## src/lsu_pkg.sv

```systemverilog
package lsu_pkg;

    localparam int XLEN           = 32;
    localparam int BYTES_PER_WORD = 4;
    localparam int OFFSET_W       = 2;

    // 1 KiB data memory, word organised
    localparam int MEM_WORDS = 256;
    localparam int MEM_IDX_W = 8;

    localparam int SB_DEPTH = 4;
    localparam int SB_CNT_W = 3;

    typedef enum logic [0:0] {
        OP_LOAD  = 1'b0,
        OP_STORE = 1'b1
    } mem_op_e;

    typedef enum logic [1:0] {
        SIZE_BYTE = 2'd0,
        SIZE_HALF = 2'd1,
        SIZE_WORD = 2'd2
    } mem_size_e;

    typedef enum logic [1:0] {
        EXC_NONE = 2'd0,
        EXC_LAM  = 2'd1,
        EXC_SAM  = 2'd2
    } exc_code_e;

    typedef enum logic [2:0] {
        ST_IDLE    = 3'd0,
        ST_ADDR    = 3'd1,
        ST_ACCESS  = 3'd2,
        ST_ACK     = 3'd3,
        ST_RELEASE = 3'd4
    } lsu_state_e;

endpackage

```

## src/lsu_addr_gen.sv

```systemverilog
`timescale 1ns/1ns

module lsu_addr_gen import lsu_pkg::*; (
    input  logic [XLEN-1:0]           base_i,
    input  logic [XLEN-1:0]           imm_i,
    input  mem_size_e                 size_i,
    output logic [XLEN-1:0]           vaddr_o,
    output logic [BYTES_PER_WORD-1:0] mask_o,
    output logic                      misalign_o
);

    logic [OFFSET_W-1:0] offset;

    assign vaddr_o = base_i + imm_i;
    assign offset  = vaddr_o[OFFSET_W-1:0];

    // lanes touched by the access
    always_comb begin
        case (size_i)
            SIZE_BYTE: mask_o = BYTES_PER_WORD'(1) << offset;
            SIZE_HALF: mask_o = BYTES_PER_WORD'(3) << offset;
            default:   mask_o = '1;
        endcase
    end

    always_comb begin
        case (size_i)
            SIZE_HALF: misalign_o = offset[0];
            SIZE_WORD: misalign_o = |offset;
            default:   misalign_o = 1'b0;
        endcase
    end

endmodule

```

## src/lsu_ctrl.sv

```systemverilog
`timescale 1ns/1ns

module lsu_ctrl import lsu_pkg::*; (
    input  logic                      clk,
    input  logic                      rst,
    input  logic                      req_i,
    input  mem_op_e                   op_i,
    input  mem_size_e                 size_i,
    input  logic                      uext_i,
    input  logic [XLEN-1:0]           base_i,
    input  logic [XLEN-1:0]           imm_i,
    input  logic [XLEN-1:0]           wdata_i,
    input  logic                      sb_full_i,
    input  logic [BYTES_PER_WORD-1:0] fwd_mask_i,
    input  logic [XLEN-1:0]           fwd_data_i,
    input  logic [XLEN-1:0]           ram_data_i,
    output logic                      ack_o,
    output logic [XLEN-1:0]           rdata_o,
    output exc_code_e                 exc_o,
    output logic                      ram_rd_en_o,
    output logic [MEM_IDX_W-1:0]      ram_rd_idx_o,
    output logic                      sb_push_o,
    output logic [XLEN-1:0]           sb_addr_o,
    output logic [BYTES_PER_WORD-1:0] sb_mask_o,
    output logic [XLEN-1:0]           sb_data_o,
    output logic [XLEN-1:0]           fwd_addr_o,
    output logic                      exc_set_o,
    output exc_code_e                 exc_code_o,
    output logic [XLEN-1:0]           exc_vaddr_o
);

    lsu_state_e state_q, state_d;

    mem_op_e                   op_q;
    mem_size_e                 size_q;
    logic                      uext_q;
    logic [XLEN-1:0]           vaddr_q, wdata_q;
    logic [BYTES_PER_WORD-1:0] mask_q;
    logic                      misalign_q;

    logic [XLEN-1:0]           vaddr;
    logic [BYTES_PER_WORD-1:0] mask;
    logic                      misalign;
    logic [XLEN-1:0]           merged, load_data;
    logic                      ack_set, is_load;

    lsu_addr_gen u_addr_gen (
        .base_i(base_i), .imm_i(imm_i), .size_i(size_i),
        .vaddr_o(vaddr), .mask_o(mask), .misalign_o(misalign)
    );

    assign is_load   = (op_q == OP_LOAD);
    assign exc_code_o = is_load ? EXC_LAM : EXC_SAM;
    assign exc_set_o   = (state_q == ST_ACCESS) && misalign_q;
    assign exc_vaddr_o = vaddr_q;

    assign ram_rd_en_o  = (state_q == ST_ACCESS) && is_load && !misalign_q;
    assign ram_rd_idx_o = vaddr_q[MEM_IDX_W+OFFSET_W-1:OFFSET_W];
    assign sb_push_o = (state_q == ST_ACCESS) && !is_load && !misalign_q && !sb_full_i;
    assign sb_addr_o  = vaddr_q;
    assign sb_mask_o  = mask_q;
    assign sb_data_o  = wdata_q;
    assign fwd_addr_o = vaddr_q;

    // buffered lanes win over the RAM word
    always_comb begin
        for (int b = 0; b < BYTES_PER_WORD; b++) begin
            merged[8*b +: 8] = fwd_mask_i[b] ? fwd_data_i[8*b +: 8] : ram_data_i[8*b +: 8];
        end
    end

    lsu_load_align u_load_align (
        .word_i(merged), .offset_i(vaddr_q[OFFSET_W-1:0]), .size_i(size_q),
        .uext_i(uext_q), .data_o(load_data)
    );

    always_comb begin
        state_d = state_q;
        case (state_q)
            ST_IDLE:    if (req_i) state_d = ST_ADDR;
            ST_ADDR:    state_d = ST_ACCESS;
            ST_ACCESS: begin
                if (is_load || misalign_q) begin
                    state_d = ST_ACK;
                end else if (!sb_full_i) begin
                    state_d = ST_RELEASE;
                end
            end
            ST_ACK:     state_d = ST_RELEASE;
            ST_RELEASE: if (!req_i) state_d = ST_IDLE;
            default:    state_d = ST_IDLE;
        endcase
    end

    // stores finish one state early
    assign ack_set = (state_q == ST_ACK) || sb_push_o;

    always_ff @(posedge clk or posedge rst) begin
        if (rst) begin
            state_q <= ST_IDLE;
            ack_o   <= 1'b0;
        end else begin
            state_q <= state_d;
            if (ack_set) begin
                ack_o <= 1'b1;
            end else if (state_q == ST_RELEASE && !req_i) begin
                ack_o <= 1'b0;
            end
        end
    end

    always_ff @(posedge clk) begin
        if (state_q == ST_ADDR) begin
            op_q       <= op_i;
            size_q     <= size_i;
            uext_q     <= uext_i;
            vaddr_q    <= vaddr;
            mask_q     <= mask;
            misalign_q <= misalign;
            wdata_q    <= wdata_i;
        end
        if (ack_set) begin
            rdata_o <= (is_load && !misalign_q) ? load_data : '0;
            exc_o   <= misalign_q ? exc_code_o : EXC_NONE;
        end
    end

    // req_i is checked at the edge that raised ack_o
    a_ack_needs_req: assert property (
        @(posedge clk) disable iff (rst) $rose(ack_o) |-> $past(req_i)
    );

endmodule

```

## src/lsu_load_align.sv

```systemverilog
`timescale 1ns/1ns

module lsu_load_align import lsu_pkg::*; (
    input  logic [XLEN-1:0]     word_i,
    input  logic [OFFSET_W-1:0] offset_i,
    input  mem_size_e           size_i,
    input  logic                uext_i,
    output logic [XLEN-1:0]     data_o
);

    logic [XLEN-1:0] shifted;
    logic            sign;

    // addressed byte moved down to lane 0
    assign shifted = word_i >> (8 * offset_i);

    always_comb begin
        sign = 1'b0;
        case (size_i)
            SIZE_BYTE: begin
                sign   = ~uext_i & shifted[7];
                data_o = {{(XLEN-8){sign}}, shifted[7:0]};
            end
            SIZE_HALF: begin
                sign   = ~uext_i & shifted[15];
                data_o = {{(XLEN-16){sign}}, shifted[15:0]};
            end
            default: begin
                data_o = shifted;
            end
        endcase
    end

endmodule

```

## config.mk

```make
export PLATFORM = sky130hd
export DESIGN_NAME = lsu_ctrl
export DESIGN_NICKNAME = d
export VERILOG_FILES = /design/src/lsu_pkg.sv /design/src/lsu_addr_gen.sv /design/src/lsu_ctrl.sv /design/src/lsu_load_align.sv
export SDC_FILE = /design/constraint.sdc
export NUM_CORES = 1
export LEC_CHECK = 0
export BUFFER_PORTS_ARGS = -buffer_cell sky130_fd_sc_hd__buf_2
export CAP_MARGIN = 20
export CELL_PAD_IN_SITES_DETAIL_PLACEMENT = 0
export CELL_PAD_IN_SITES_GLOBAL_PLACEMENT = 1
export CORE_UTILIZATION = 35
export CTS_CLUSTER_DIAMETER = 150
export CTS_CLUSTER_SIZE = 14
export DETAILED_ROUTE_END_ITERATION = 10
export PLACE_DENSITY = 0.91
export SLEW_MARGIN = 20
export SYNTH_ARGS = -nofsm -noshare
export SYNTH_HDL_FRONTEND = slang
export SYNTH_HIERARCHICAL = 1
export SYNTH_SLANG_ARGS = --single-unit
```

## constraint.sdc

```tcl
create_clock -name clk -period 9.1 [get_ports clk]
set_input_delay 0.455 -clock clk [delete_from_list [all_inputs] [get_ports clk]]
set_output_delay 0.455 -clock clk [all_outputs]
set_load 0.05 [all_outputs]
```

==> summary by stage, run 1 <==
Logic synthesis
The most used flip-flop cell after synthesis is sky130_fd_sc_hd__edfxtp_1. The area of the mapped netlist is 7090 um2. The average instance in the mapped netlist occupies 11.2 um2. The count of synthesis-stage warnings from yosys is 6. The count of flip-flops with a built-in enable after synthesis is 107. The proportion of netlist area held by the largest area contributor is 45.3%. The sequential element share of the synthesized area is 46.7%.

The number of library cell types mapped by synthesis is 59. The cell type with the highest aggregate area in the netlist is sky130_fd_sc_hd__edfxtp_1. The most frequently used cell type in the post-synthesis netlist is sky130_fd_sc_hd__edfxtp_1. The synthesized flop and latch total is 111. By area the synthesized netlist is led by sky130_fd_sc_hd__edfxtp_1, sky130_fd_sc_hd__buf_4, sky130_fd_sc_hd__ha_1.

The post-synthesis instance total is 632. The share of synthesized registers carrying an async set or reset is 3.60%. After synthesis, the most frequently instantiated cells are sky130_fd_sc_hd__edfxtp_1, sky130_fd_sc_hd__buf_4, sky130_fd_sc_hd__a21oi_1, sky130_fd_sc_hd__and2_1, sky130_fd_sc_hd__ha_1. Counting every net in the synthesized netlist gives 839.

Clock tree
The number of H-tree levels is 3. The clock buffer count from CTS is 9. TritonCTS built the clock tree. Counting along the longest clock path gives a buffer depth of 2. CTS placed an instance of sky130_fd_sc_hd__clkbuf_16 at the clock tree root. The clock network latency to the later pin of the worst-skew pair is 360 ps. CTS saw 111 sinks. After clock tree synthesis, the clock-pin slew on the worst setup and hold paths is 80 ps.

GRT
The largest net degree at the start of global routing is 42. The initial antenna violation count is 4. The overflow left after global routing is 0. The via count of the first global-routing pass came to 5380. Across every metal layer, demand over resource in global routing totals 18.2%. The global-route wire length before repair is 28200 um.

Worst setup path
Among all stages on the critical path, the largest delay is contributed by sky130_fd_sc_hd__a2111o_1. At the worst endpoint, the required time is 9220 ps. The worst register-to-register path ends at rdata_o[14]. The reg-to-reg setup timing slack is 6940 ps. The critical path's largest stage delay is 410 ps.

In this run the critical register-to-register path is launched from exc_vaddr_o[1]. The number of buffers and inverters on the critical path is 1. Grouping stages by cell kind, the critical path spends the most delay in compound AO/OA/AOI/OAI gates. The biggest fanout along the worst timing path is 5. The element type at the critical path end is a flip-flop. The critical setup path kind is in -> reg. The critical path goes through buf_2, ha_1, a21oi_1, o21ai_0, a32o_1, a211o_1, o2111a_1, a2111o_1, and3_1. The startpoint type of the worst setup path is an input port. STA puts the critical path data arrival time at 2830 ps. The number of cell instances on the worst register-to-register path is 5.

STA
For the pin with the worst max-slew slack, the measured transition is 542 ps. The shortest period the worst path allows is 2710 ps. For this run, the top clock speed supported by timing is 369 MHz.

In this run the tightest slew margin relative to its limit is 63.8%. The count of endpoints failing hold in the final timing report is 0. On the final layout, the worst clock skew is 9.84 ps. The final critical path takes up 29.8% of the cycle.

Setup repair after global routing left no endpoint under its margin. Setup violations remaining at the end of the flow were counted as 0. The final count of pins violating max slew is 0. The aggregate negative setup slack is 0 ps.

Final layout
The number of nets in the layout is 1111. Cells with a size suffix above 1 make up 47.1% of the layout. Compared with the post-synthesis result, the final layout area differs by 24.9%. The core utilization of the finished layout is 45.1%.

Floorplan
The die outline width is 144 um. The area inside the core boundary is 19700 um2. 352 I/O pins were placed.

Measured along the y axis, the die boundary spans 144 um. The starting density of the core is 36.1%. The die covers 20800 um2. The floorplan has 51 rows.

Power
In this run the static leakage power is 3.96 nW. The total internal power is 1.30 mW. Net switching is 53.0% of the power.

The proportion of power drawn by combinational gates is 55.4%. Of the total power, the clock network draws 14.1%. The total net switching power is 1.47 mW. The worst ir drop on vdd is 0.200 mV.

Dividing total power by cell area gives a power density of 314 nW/um2. The part of the power in registers is 30.5%.

Drt
The detail-routed net length per standard cell is 16.5 um. The first detailed-routing pass ran for 4 iterations. For this run, design rule violations remaining after detail routing come to 0. Dividing the detail-routed via count by the number of cells gives 4.92. The count of nets left with antenna violations after detail routing is 0. The via count is 5787. The violation count after the first detailed-route iteration is 230. For this block, the routed nets add up to 19500 um of wire.

Place
Routability-driven placement finished with a final weighted congestion of 0.885. The half-perimeter wire length after placement is 15600 um. The count of buffers added on input and output ports is 351.

Run
Across the run, the number of max-cap violations was 0.

Run status
The run finished with clean final reports.

Min path
The worst hold path begins at wdata_i[24]. Counting instances, the worst hold path has a depth of 1. In this run the worst hold path is classified as in -> reg.

The destination of the worst hold path is sb_data_o[24].
flip-flops by register name, indices dropped and copies added (netlist names):
register / flops
ack_o: 1
exc_o: 2
exc_vaddr_o: 32
misalign_q: 1
op_q: 1
rdata_o: 32
sb_data_o: 32
sb_mask_o: 4
size_q: 2
state_q: 3
uext_q: 1
layout make-up:
type                    instances  area [um2]
diodes                          3        7.51
clock inverters                 7        66.3
clock buffers                   9         225
flip-flops and latches        111        3310
well taps                     265         332
fillers                      1897       10800
repair buffers                358        1810
inverters                      13        48.8
multi-input cells             411        3060
logic make-up after synthesis:
| group | Yosys count | synth area share (%) |
|---|---|---|
| fa+ha+maj | 35 | 6.28 |
| xor+xnor | 27 | 3.33 |
| simple gates | 141 | 10.7 |
| flops | 111 | 46.7 |
| compound gates | 157 | 14.7 |
| mux | 51 | 7.92 |
| buf+inv | 110 | 10.3 |
routing by layer:
layer	global-route usage, %	vias to the layer above	wire [um]
met1	20.9	2677	7630
li1	-	2801	-
met2	32.1	264	9880
met4	8.09	4	527
met3	4.34	41	1400
met5	0	-	31
how the worst max path moves through the flow:
stage / start / to / slack [ps] / depth (start not counted)
final: base_i[8] / exc_vaddr_o[31] / 6390 / 9
after global routing: base_i[8] / exc_vaddr_o[31] / 6240 / 9
after CTS: base_i[1] / exc_vaddr_o[31] / 6430 / 9
after detailed placement: base_i[1] / exc_vaddr_o[31] / 6040 / 9
after global placement: base_i[8] / exc_vaddr_o[31] / 6070 / 9
after floorplan: state_q[1] / state_q[1] / 2650 / 2
power by group through the flow:
stage               combinational, mW  sequential (mW)  clock (mW)
finish                           1.54            0.847       0.391
global route                     1.62            0.869       0.426
CTS                              1.55            0.851       0.408
detailed placement               1.54            0.859           0
global placement                 1.54            0.856           0
floorplan                       0.877             1.31           0
repair_timing:
| item | CTS | global route |
|---|---|---|
| buffers inserted | 0 | 0 |
| resized for setup | 0 | 0 |
| endpoints found under the hold margin | 4 | 0 |
| hold buffers | 1 | 0 |
cells in the final DEF, fill, tap and decap left out, types with 6 or more instances in the layout:
master                      count
sky130_fd_sc_hd__a211oi_1       9
sky130_fd_sc_hd__a21o_1        17
sky130_fd_sc_hd__a21oi_1       49
sky130_fd_sc_hd__a31oi_1        7
sky130_fd_sc_hd__and2_1        37
sky130_fd_sc_hd__buf_2        351
sky130_fd_sc_hd__buf_4          6
sky130_fd_sc_hd__clkbuf_16      9
sky130_fd_sc_hd__edfxtp_1     107
sky130_fd_sc_hd__ha_1          34
sky130_fd_sc_hd__inv_1         13
sky130_fd_sc_hd__mux2_2        33
sky130_fd_sc_hd__mux2i_1       16
sky130_fd_sc_hd__nand2_1       24
sky130_fd_sc_hd__nand3_1        7
sky130_fd_sc_hd__nor2_1        26
sky130_fd_sc_hd__nor2b_1       11
sky130_fd_sc_hd__nor3_1         8
sky130_fd_sc_hd__o21a_1         6
sky130_fd_sc_hd__o21ai_0       24
sky130_fd_sc_hd__o22ai_1       12
sky130_fd_sc_hd__o2bb2ai_1      8
sky130_fd_sc_hd__or2_2         10
sky130_fd_sc_hd__xnor2_1       18
sky130_fd_sc_hd__xor2_1         9
stage by stage:
stage	cells	hold WS, ps	setup WS, ps	total power, mW	area, um2
finish	1177	268	6390	2.78	8860
global route	1174	243	6240	2.91	8850
CTS	1174	248	6430	2.81	8850
detailed placement	1157	347	6040	2.40	8550
global placement	1157	344	6070	2.39	8550
floorplan	632	221	2650	2.19	7090
Note: power is estimated with default switching activity, not from simulation.
==> run 2, diff against run 1 <==
--- a/config.mk
+++ b/config.mk
@@ -9,11 +9,11 @@
 export CAP_MARGIN = 20
 export CELL_PAD_IN_SITES_DETAIL_PLACEMENT = 0
 export CELL_PAD_IN_SITES_GLOBAL_PLACEMENT = 1
-export CORE_UTILIZATION = 35
+export CORE_UTILIZATION = 31
 export CTS_CLUSTER_DIAMETER = 150
 export CTS_CLUSTER_SIZE = 14
 export DETAILED_ROUTE_END_ITERATION = 10
-export PLACE_DENSITY = 0.91
+export PLACE_DENSITY = 0.86
 export SLEW_MARGIN = 20
 export SYNTH_ARGS = -nofsm -noshare
 export SYNTH_HDL_FRONTEND = slang
==> constraint.sdc (replaced) <==
create_clock -name clk -period 2.42 [get_ports clk]
set_input_delay 0.121 -clock clk [delete_from_list [all_inputs] [get_ports clk]]
set_output_delay 0.121 -clock clk [all_outputs]
set_load 0.05 [all_outputs]
==> summary by stage, run 2 (synthesis gave the netlist of run 1 again) <==
Power
The power per unit of standard cell area came to 1120 nW/um2 (was 314 nW/um2). The worst ir drop on vdd is 0.611 mV (was 0.200 mV). The static power due to leakage came to 4.31 nW (was 3.96 nW). The final total power was 10.7 mW (was 2.78 mW).

Floorplan
The area inside the core boundary is 22200 um2 (was 19700 um2). The number of top-level pins was 352 (unchanged). The die outline width is 153 um (was 144 um). The row count came to 54 (was 51). The starting density of the core is 32.0% (was 36.1%). The vertical extent of the die came to 153 um (was 144 um). The die footprint was 23500 um2 (was 20800 um2).

Run status
Outcome: finished with violations (was complete, no violations). The checks that failed: design-rule violations.

Min path
The launch instance of the worst min-delay path is size_i[0] (was wdata_i[24]). The destination of the worst hold path is size_q[0] (was sb_data_o[24]). The number of cells on the worst hold path is 1 (unchanged).

The type of the tightest min-delay check is in -> reg (unchanged).

GRT
The global router's overall resource usage is 17.1% (was 18.2%). The initial antenna violation count is 3 (was 4). The via count of the first global-routing pass is 5869 (was 5380). The largest net degree at the start of global routing was 52 (was 42). The overflow left after global routing is 0 (unchanged). The global-route wire length before repair was 31100 um (was 28200 um).

STA
The actual slew at the worst max-slew pin is 534 ps (was 542 ps). The count of endpoints failing hold in the final timing report came to 0 (unchanged). The final count of pins violating max slew is 0 (unchanged).

The clock skew after layout is 9.82 ps (was 9.84 ps). The smallest clock period supported by the final layout is computed as 2270 ps. Unrepaired setup endpoints after global routing: no (unchanged).

Of the available clock period, the critical path in the final layout requires 93.8%. The number of endpoints failing setup at the final stage is 0 (unchanged). Derived from the worst setup path, the maximum achievable clock frequency is 441 MHz. The aggregate negative setup slack was 0 ps (unchanged).

The worst slew margin relative to its limit is 64.3% (was 63.8%).

Worst setup path
The master of the slowest instance on the critical path is sky130_fd_sc_hd__a2111o_1 (unchanged). The data arrival time of the worst path is 2390 ps (was 2830 ps). The critical setup path kind is in -> reg (unchanged). The critical path's top delay family is compound AO/OA/AOI/OAI gates (unchanged). The capture point of the worst reg-to-reg path is rdata_o[24] (was rdata_o[14]). The reg-to-reg setup timing slack came to 480 ps (was 6940 ps). The biggest fanout along the worst timing path was 2 (was 5). The element type at the critical path end is a flip-flop (unchanged). The critical register-to-register path startpoint is exc_vaddr_o[1] (unchanged). The startpoint type of the worst setup path was an input port (unchanged). The number of cell instances on the worst register-to-register path is 5 (unchanged). Sequence of cells on the critical path: buf_2, ha_1, a211oi_2, o21ai_0, and2_1, a211o_1, o2111a_1, a2111o_1, and3_1 (was buf_2, ha_1, a21oi_1, o21ai_0, a32o_1, a211o_1, o2111a_1, a2111o_1, and3_1). The critical path's largest stage delay is 390 ps (was 410 ps).

The number of buffers and inverters on the critical path is 1 (unchanged). The required time at the endpoint of the critical path was 2540 ps (was 9220 ps).

Final layout
The synthesis-to-layout area growth is 34.9% (was 24.9%). The post-route cell area is 9570 um2 (was 8860 um2). The most common cell after layout, fill and taps aside is sky130_fd_sc_hd__buf_2 (unchanged). Commonest cells after routing, fill and taps aside: sky130_fd_sc_hd__buf_2, sky130_fd_sc_hd__edfxtp_1, sky130_fd_sc_hd__a21oi_1, sky130_fd_sc_hd__buf_4, sky130_fd_sc_hd__and2_1 (was sky130_fd_sc_hd__buf_2, sky130_fd_sc_hd__edfxtp_1, sky130_fd_sc_hd__a21oi_1, sky130_fd_sc_hd__and2_1, sky130_fd_sc_hd__ha_1). The number of nets in the layout is 1187 (was 1111). The fraction of layout cells with a size suffix above 1 is 47.9% (was 47.1%). The core utilization of the finished layout came to 43.2% (was 45.1%).

Drt
The average vias per placed instance is 4.83 (was 4.92). The via count is 6115 (was 5787). The detail-routed net length per standard cell is 16.3 um (was 16.5 um).

The count of nets left with antenna violations after detail routing was 0 (unchanged). The final wirelength is 20700 um (was 19500 um). The post-route DRC violation count is 2 (was 0). The violation count after the first detailed-route iteration is 276 (was 230). The first-pass iteration count of the detailed router is 7 (was 4).

Clock tree
The TritonCTS sink count came to 111 (unchanged). The largest buffer count on any clock path is 2 (unchanged). The TritonCTS clock tree was done (unchanged). The post-CTS repair timing setup buffer count is 0 (unchanged). The clock transition at the registers of the reported paths came to 80 ps (about the same). The number of H-tree levels is 3 (unchanged). The clock network latency to the later pin of the worst-skew pair came to 360 ps (about the same). The clock buffer count from CTS is 9 (unchanged). The clock tree root buffer cell was sky130_fd_sc_hd__clkbuf_16 (unchanged).

Place
The final RePlAce weighted congestion is 0.860 (was 0.885). The half-perimeter wire length after placement is 16500 um (was 15600 um). The number of buffers added on ports is 351 (unchanged).

The instance area at placement is 8900 um2 (was 8550 um2).

Run
The reported max-cap violation count came to 0 (unchanged).
[run 2: per-stage QoR]
stage / std cells / hold WS [ps] / worst slack, ps
2_1_floorplan: 632 / -113 / -387
3_3_place_gp: 1213 / 10.6 / -233
3_5_place_dp: 1213 / 6.89 / -239
4_1_cts: 1265 / 9.49 / 139
5_1_grt: 1265 / 20.2 / 64.8
6_report: 1266 / 17.9 / 150
[run 2: area by class of cell]
| type | count | area [um2] |
|---|---|---|
| Antenna cell | 1 | 2.50 |
| Clock buffer | 9 | 225 |
| Clock inverter | 7 | 77.6 |
| Fill cell | 2145 | 12600 |
| Inverter | 13 | 48.8 |
| Multi-Input combinational cell | 411 | 3070 |
| Sequential cell | 111 | 3310 |
| Tap cell | 280 | 350 |
| Timing Repair Buffer | 434 | 2480 |
[run 2: metal layers]
metal	part of all wire [%]	GRT usage (%)	up-vias
met2	51	31.0	278
li1	-	-	2960
met4	3.3	8.13	4
met3	6.0	2.92	42
met1	40	19.4	2831
met5	0.11	0	-
[run 2: worst max-delay path by stage]
stage / from / endpoint / slack [ps] / cells after the start
finish: base_i[1] / exc_vaddr_o[31] / 150 / 9
CTS: base_i[1] / exc_vaddr_o[31] / 140 / 9
detailed placement: base_i[1] / exc_vaddr_o[31] / -240 / 9
floorplan: state_q[1] / exc_vaddr_o[0] / -390 / 1
global route: base_i[1] / exc_vaddr_o[31] / 60 / 9
global placement: base_i[1] / exc_vaddr_o[31] / -230 / 9
[run 2: power by group]
group	internal (mW)	leakage [nW]	switching (mW)
clock	0.735	0.144	0.777
sequential	2.89	1.05	0.331
combinational	1.43	3.12	4.52
total	5.06	4.31	5.63
[run 2: what timing repair did]
action / in CTS / in global routing
endpoints found under the setup margin: 0 / 1
resized for setup: 0 / 1
hold endpoints to repair: 39 / 0
hold buffers: 36 / 0
==> run 3, diff against run 2 <==
--- a/config.mk
+++ b/config.mk
@@ -11,8 +11,9 @@
 export CELL_PAD_IN_SITES_GLOBAL_PLACEMENT = 1
 export CORE_UTILIZATION = 31
 export CTS_CLUSTER_DIAMETER = 150
-export CTS_CLUSTER_SIZE = 14
+export CTS_CLUSTER_SIZE = 25
 export DETAILED_ROUTE_END_ITERATION = 10
+export GPL_TIMING_DRIVEN = 0
 export PLACE_DENSITY = 0.86
 export SLEW_MARGIN = 20
 export SYNTH_ARGS = -nofsm -noshare
==> summary by stage, run 3 (synthesis gave the netlist of run 1 again) <==
Floorplan
The vertical extent of the die came to 153 um (unchanged). The die outline width is 153 um (unchanged). The number of top-level pins was 352 (unchanged).

The area inside the core boundary is 22200 um2 (unchanged). The die footprint is 23500 um2 (unchanged). The starting density of the core came to 32.0% (unchanged). The row count is 54 (unchanged).

Power
The static power due to leakage is 4.55 nW (was 4.31 nW). The worst ir drop on vdd is 0.540 mV (was 0.611 mV). The power per unit of standard cell area is 1130 nW/um2 (was 1120 nW/um2).

The clock share of power came to 13.3% (was 14.2%). The proportion of power drawn by combinational gates was 57.9% (was 55.7%). The total internal power is 5.53 mW (was 5.06 mW). The total net switching power is 5.78 mW (was 5.63 mW). The switching share of total power was 51.1% (was 52.7%).

The part of the power in registers was 28.7% (was 30.2%).

Final layout
The core utilization of the finished layout was 45.1% (was 43.2%). The synthesis-to-layout area growth is 40.7% (was 34.9%). The post-route cell area is 9980 um2 (was 9570 um2). The area taken by multi-input logic gates is 3080 um2 (was 3070 um2). The number of nets in the layout is 1240 (was 1187). The storage element area was 3310 um2 (unchanged).

The most common cell after layout, fill and taps aside is sky130_fd_sc_hd__buf_2 (unchanged). Commonest cells after routing, fill and taps aside: sky130_fd_sc_hd__buf_2, sky130_fd_sc_hd__edfxtp_1, sky130_fd_sc_hd__buf_4, sky130_fd_sc_hd__a21oi_1 (was sky130_fd_sc_hd__buf_2, sky130_fd_sc_hd__edfxtp_1, sky130_fd_sc_hd__a21oi_1, sky130_fd_sc_hd__buf_4, sky130_fd_sc_hd__and2_1). The fraction of layout cells with a size suffix above 1 is 49.9% (was 47.9%). The filler cell count in the final layout is 2110 (was 2145).

Worst setup path
The data arrival time of the worst path is 2510 ps (was 2390 ps). Sequence of cells on the critical path: buf_2, ha_1, a21oi_1, o21a_1, o31ai_1, a211o_1, o2111a_2, a2111o_1, and3_1 (was buf_2, ha_1, a211oi_2, o21ai_0, and2_1, a211o_1, o2111a_1, a2111o_1, and3_1). The capture point of the worst reg-to-reg path is rdata_o[12] (was rdata_o[24]). The master of the slowest instance on the critical path is sky130_fd_sc_hd__a2111o_1 (unchanged). The number of cell instances on the worst register-to-register path was 5 (unchanged). The critical path's largest stage delay is 410 ps (was 390 ps). The critical register-to-register path startpoint is exc_vaddr_o[1] (unchanged). The required time at the endpoint of the critical path is 2540 ps (about the same). The biggest fanout along the worst timing path is 6 (was 2).

The startpoint type of the worst setup path is an input port (unchanged). The reg-to-reg setup timing slack is 430 ps (was 480 ps). The start point of the critical path is base_i[10] (was base_i[1]). The element type at the critical path end was a flip-flop (unchanged).

The critical setup path kind was in -> reg (unchanged). The end point of the critical path was exc_vaddr_o[31] (unchanged).

Clock tree
The clock tree root buffer cell is sky130_fd_sc_hd__clkbuf_16 (unchanged). The largest buffer count on any clock path is 2 (unchanged). The clock transition at the registers of the reported paths came to 80 ps (about the same). The TritonCTS sink count is 111 (unchanged). The clock buffer count from CTS was 9 (unchanged). The number of H-tree levels came to 3 (unchanged). The post-CTS repair timing setup buffer count is 0 (unchanged).

The TritonCTS clock tree is done (unchanged). The clock network latency to the later pin of the worst-skew pair is 360 ps (about the same).

GRT
The via count of the first global-routing pass is 6010 (was 5869). The overflow left after global routing came to 0 (unchanged). The largest net degree at the start of global routing is 21 (was 52). The global router's overall resource usage was 17.7% (was 17.1%). The initial antenna violation count came to 2 (was 3).

The global-route wire length before repair is 32200 um (was 31100 um).

Place
The number of buffers added on ports is 347 (was 351). The worst setup slack before clock tree synthesis is -353 ps (was -239 ps). The instance area at placement came to 9310 um2 (was 8900 um2).

The half-perimeter wire length after placement is 17400 um (was 16500 um). The final RePlAce weighted congestion was 0.851 (was 0.860).

STA
The number of endpoints failing setup at the final stage is 0 (unchanged). The worst-case setup margin in the final layout is 34.1 ps (was 150 ps). The worst hold-check slack is 49.3 ps (was 17.9 ps).

The worst slew margin relative to its limit is 63.9% (was 64.3%). The actual slew at the worst max-slew pin is 541 ps (was 534 ps). The part of the cycle the worst path needs is 98.6% (was 93.8%). The count of endpoints failing hold in the final timing report is 0 (unchanged). The final count of pins violating max slew was 0 (unchanged). The top achievable clock speed is 419 MHz (was 441 MHz). The clock skew after layout is 8.03 ps (was 9.82 ps).

The shortest period the worst path allows was 2390 ps (was 2270 ps). The aggregate negative setup slack is 0 ps (unchanged). Unrepaired setup endpoints after global routing: no (unchanged).

Run status
Outcome: finished with violations (unchanged). Failing checks: design-rule violations (unchanged).

Drt
The detail-routed net length per standard cell is 16.4 um (was 16.3 um). The violation count after the first detailed-route iteration was 289 (was 276). The average vias per placed instance is 4.75 (was 4.83). The via count is 6271 (was 6115). The first-pass iteration count of the detailed router is 8 (was 7). The final wirelength is 21700 um (was 20700 um). The count of nets left with antenna violations after detail routing is 0 (unchanged). The post-route DRC violation count is 2 (unchanged).

Min path
The type of the tightest min-delay check was in -> reg (unchanged).

Run
The reported max-cap violation count is 0 (unchanged).
## run 3: layer usage
metal / vias to the layer above / track usage (%) / wire [um] / share of wire (%)
li1: 3063 / - / - / -
met1: 2877 / 20.3 / 8540 / 39
met2: 293 / 32.5 / 11100 / 51
met3: 36 / 3.66 / 1440 / 6.6
met4: 2 / 6.16 / 549 / 2.5
met5: - / 0 / 13 / 0.060
## run 3: area by class of cell
cell class	instances	area share (%)
repair buffers	390	22.2
multi-input cells	411	30.8
plain buffers	97	6.85
flip-flops and latches	111	33.2
well taps	280	3.51
clock inverters	7	0.677
inverters	13	0.489
diodes	1	0.0251
clock buffers	9	2.26
## run 3: power groups by stage
| stage | clock network, mW | registers, mW | logic, mW |
|---|---|---|---|
| floorplan | 0 | 4.87 | 3.31 |
| global placement | 0 | 3.32 | 6.29 |
| detailed placement | 0 | 3.29 | 6.52 |
| CTS | 1.56 | 3.26 | 6.58 |
| global route | 1.63 | 3.32 | 6.86 |
| finish | 1.51 | 3.25 | 6.55 |
## run 3: per-stage QoR
step,instances,power [mW]
after floorplan,632,8.18
after global routing,1318,11.8
after detailed placement,1265,9.81
after global placement,1259,9.61
after CTS,1318,11.4
final,1319,11.3
## run 3: worst min path at each step
| stage | from | to | slack (ps) | cells after the start |
|---|---|---|---|---|
| 5_1_grt | req_i | state_q[2] | 50 | 3 |
| 3_3_place_gp | rst | state_q[0] | 20 | 2 |
| 3_5_place_dp | rst | state_q[0] | 20 | 2 |
| 4_1_cts | req_i | state_q[2] | 30 | 3 |
| 6_report | req_i | state_q[2] | 50 | 3 |
| 2_1_floorplan | rst | ack_o | -110 | 1 |
## run 3: critical path, delay by kind of cell
kind	cells	cell delay, ps
compound gates	6	1720
simple gates	1	160
fa+ha+maj	1	390
buf+inv	1	100
## run 3: timing repair
| action | in CTS | in global routing |
|---|---|---|
| endpoints found under the setup margin | 0 | 1 |
| hold endpoints to repair | 40 | 0 |
| hold buffers | 37 | 0 |
| gates resized for setup | 0 | 3 |
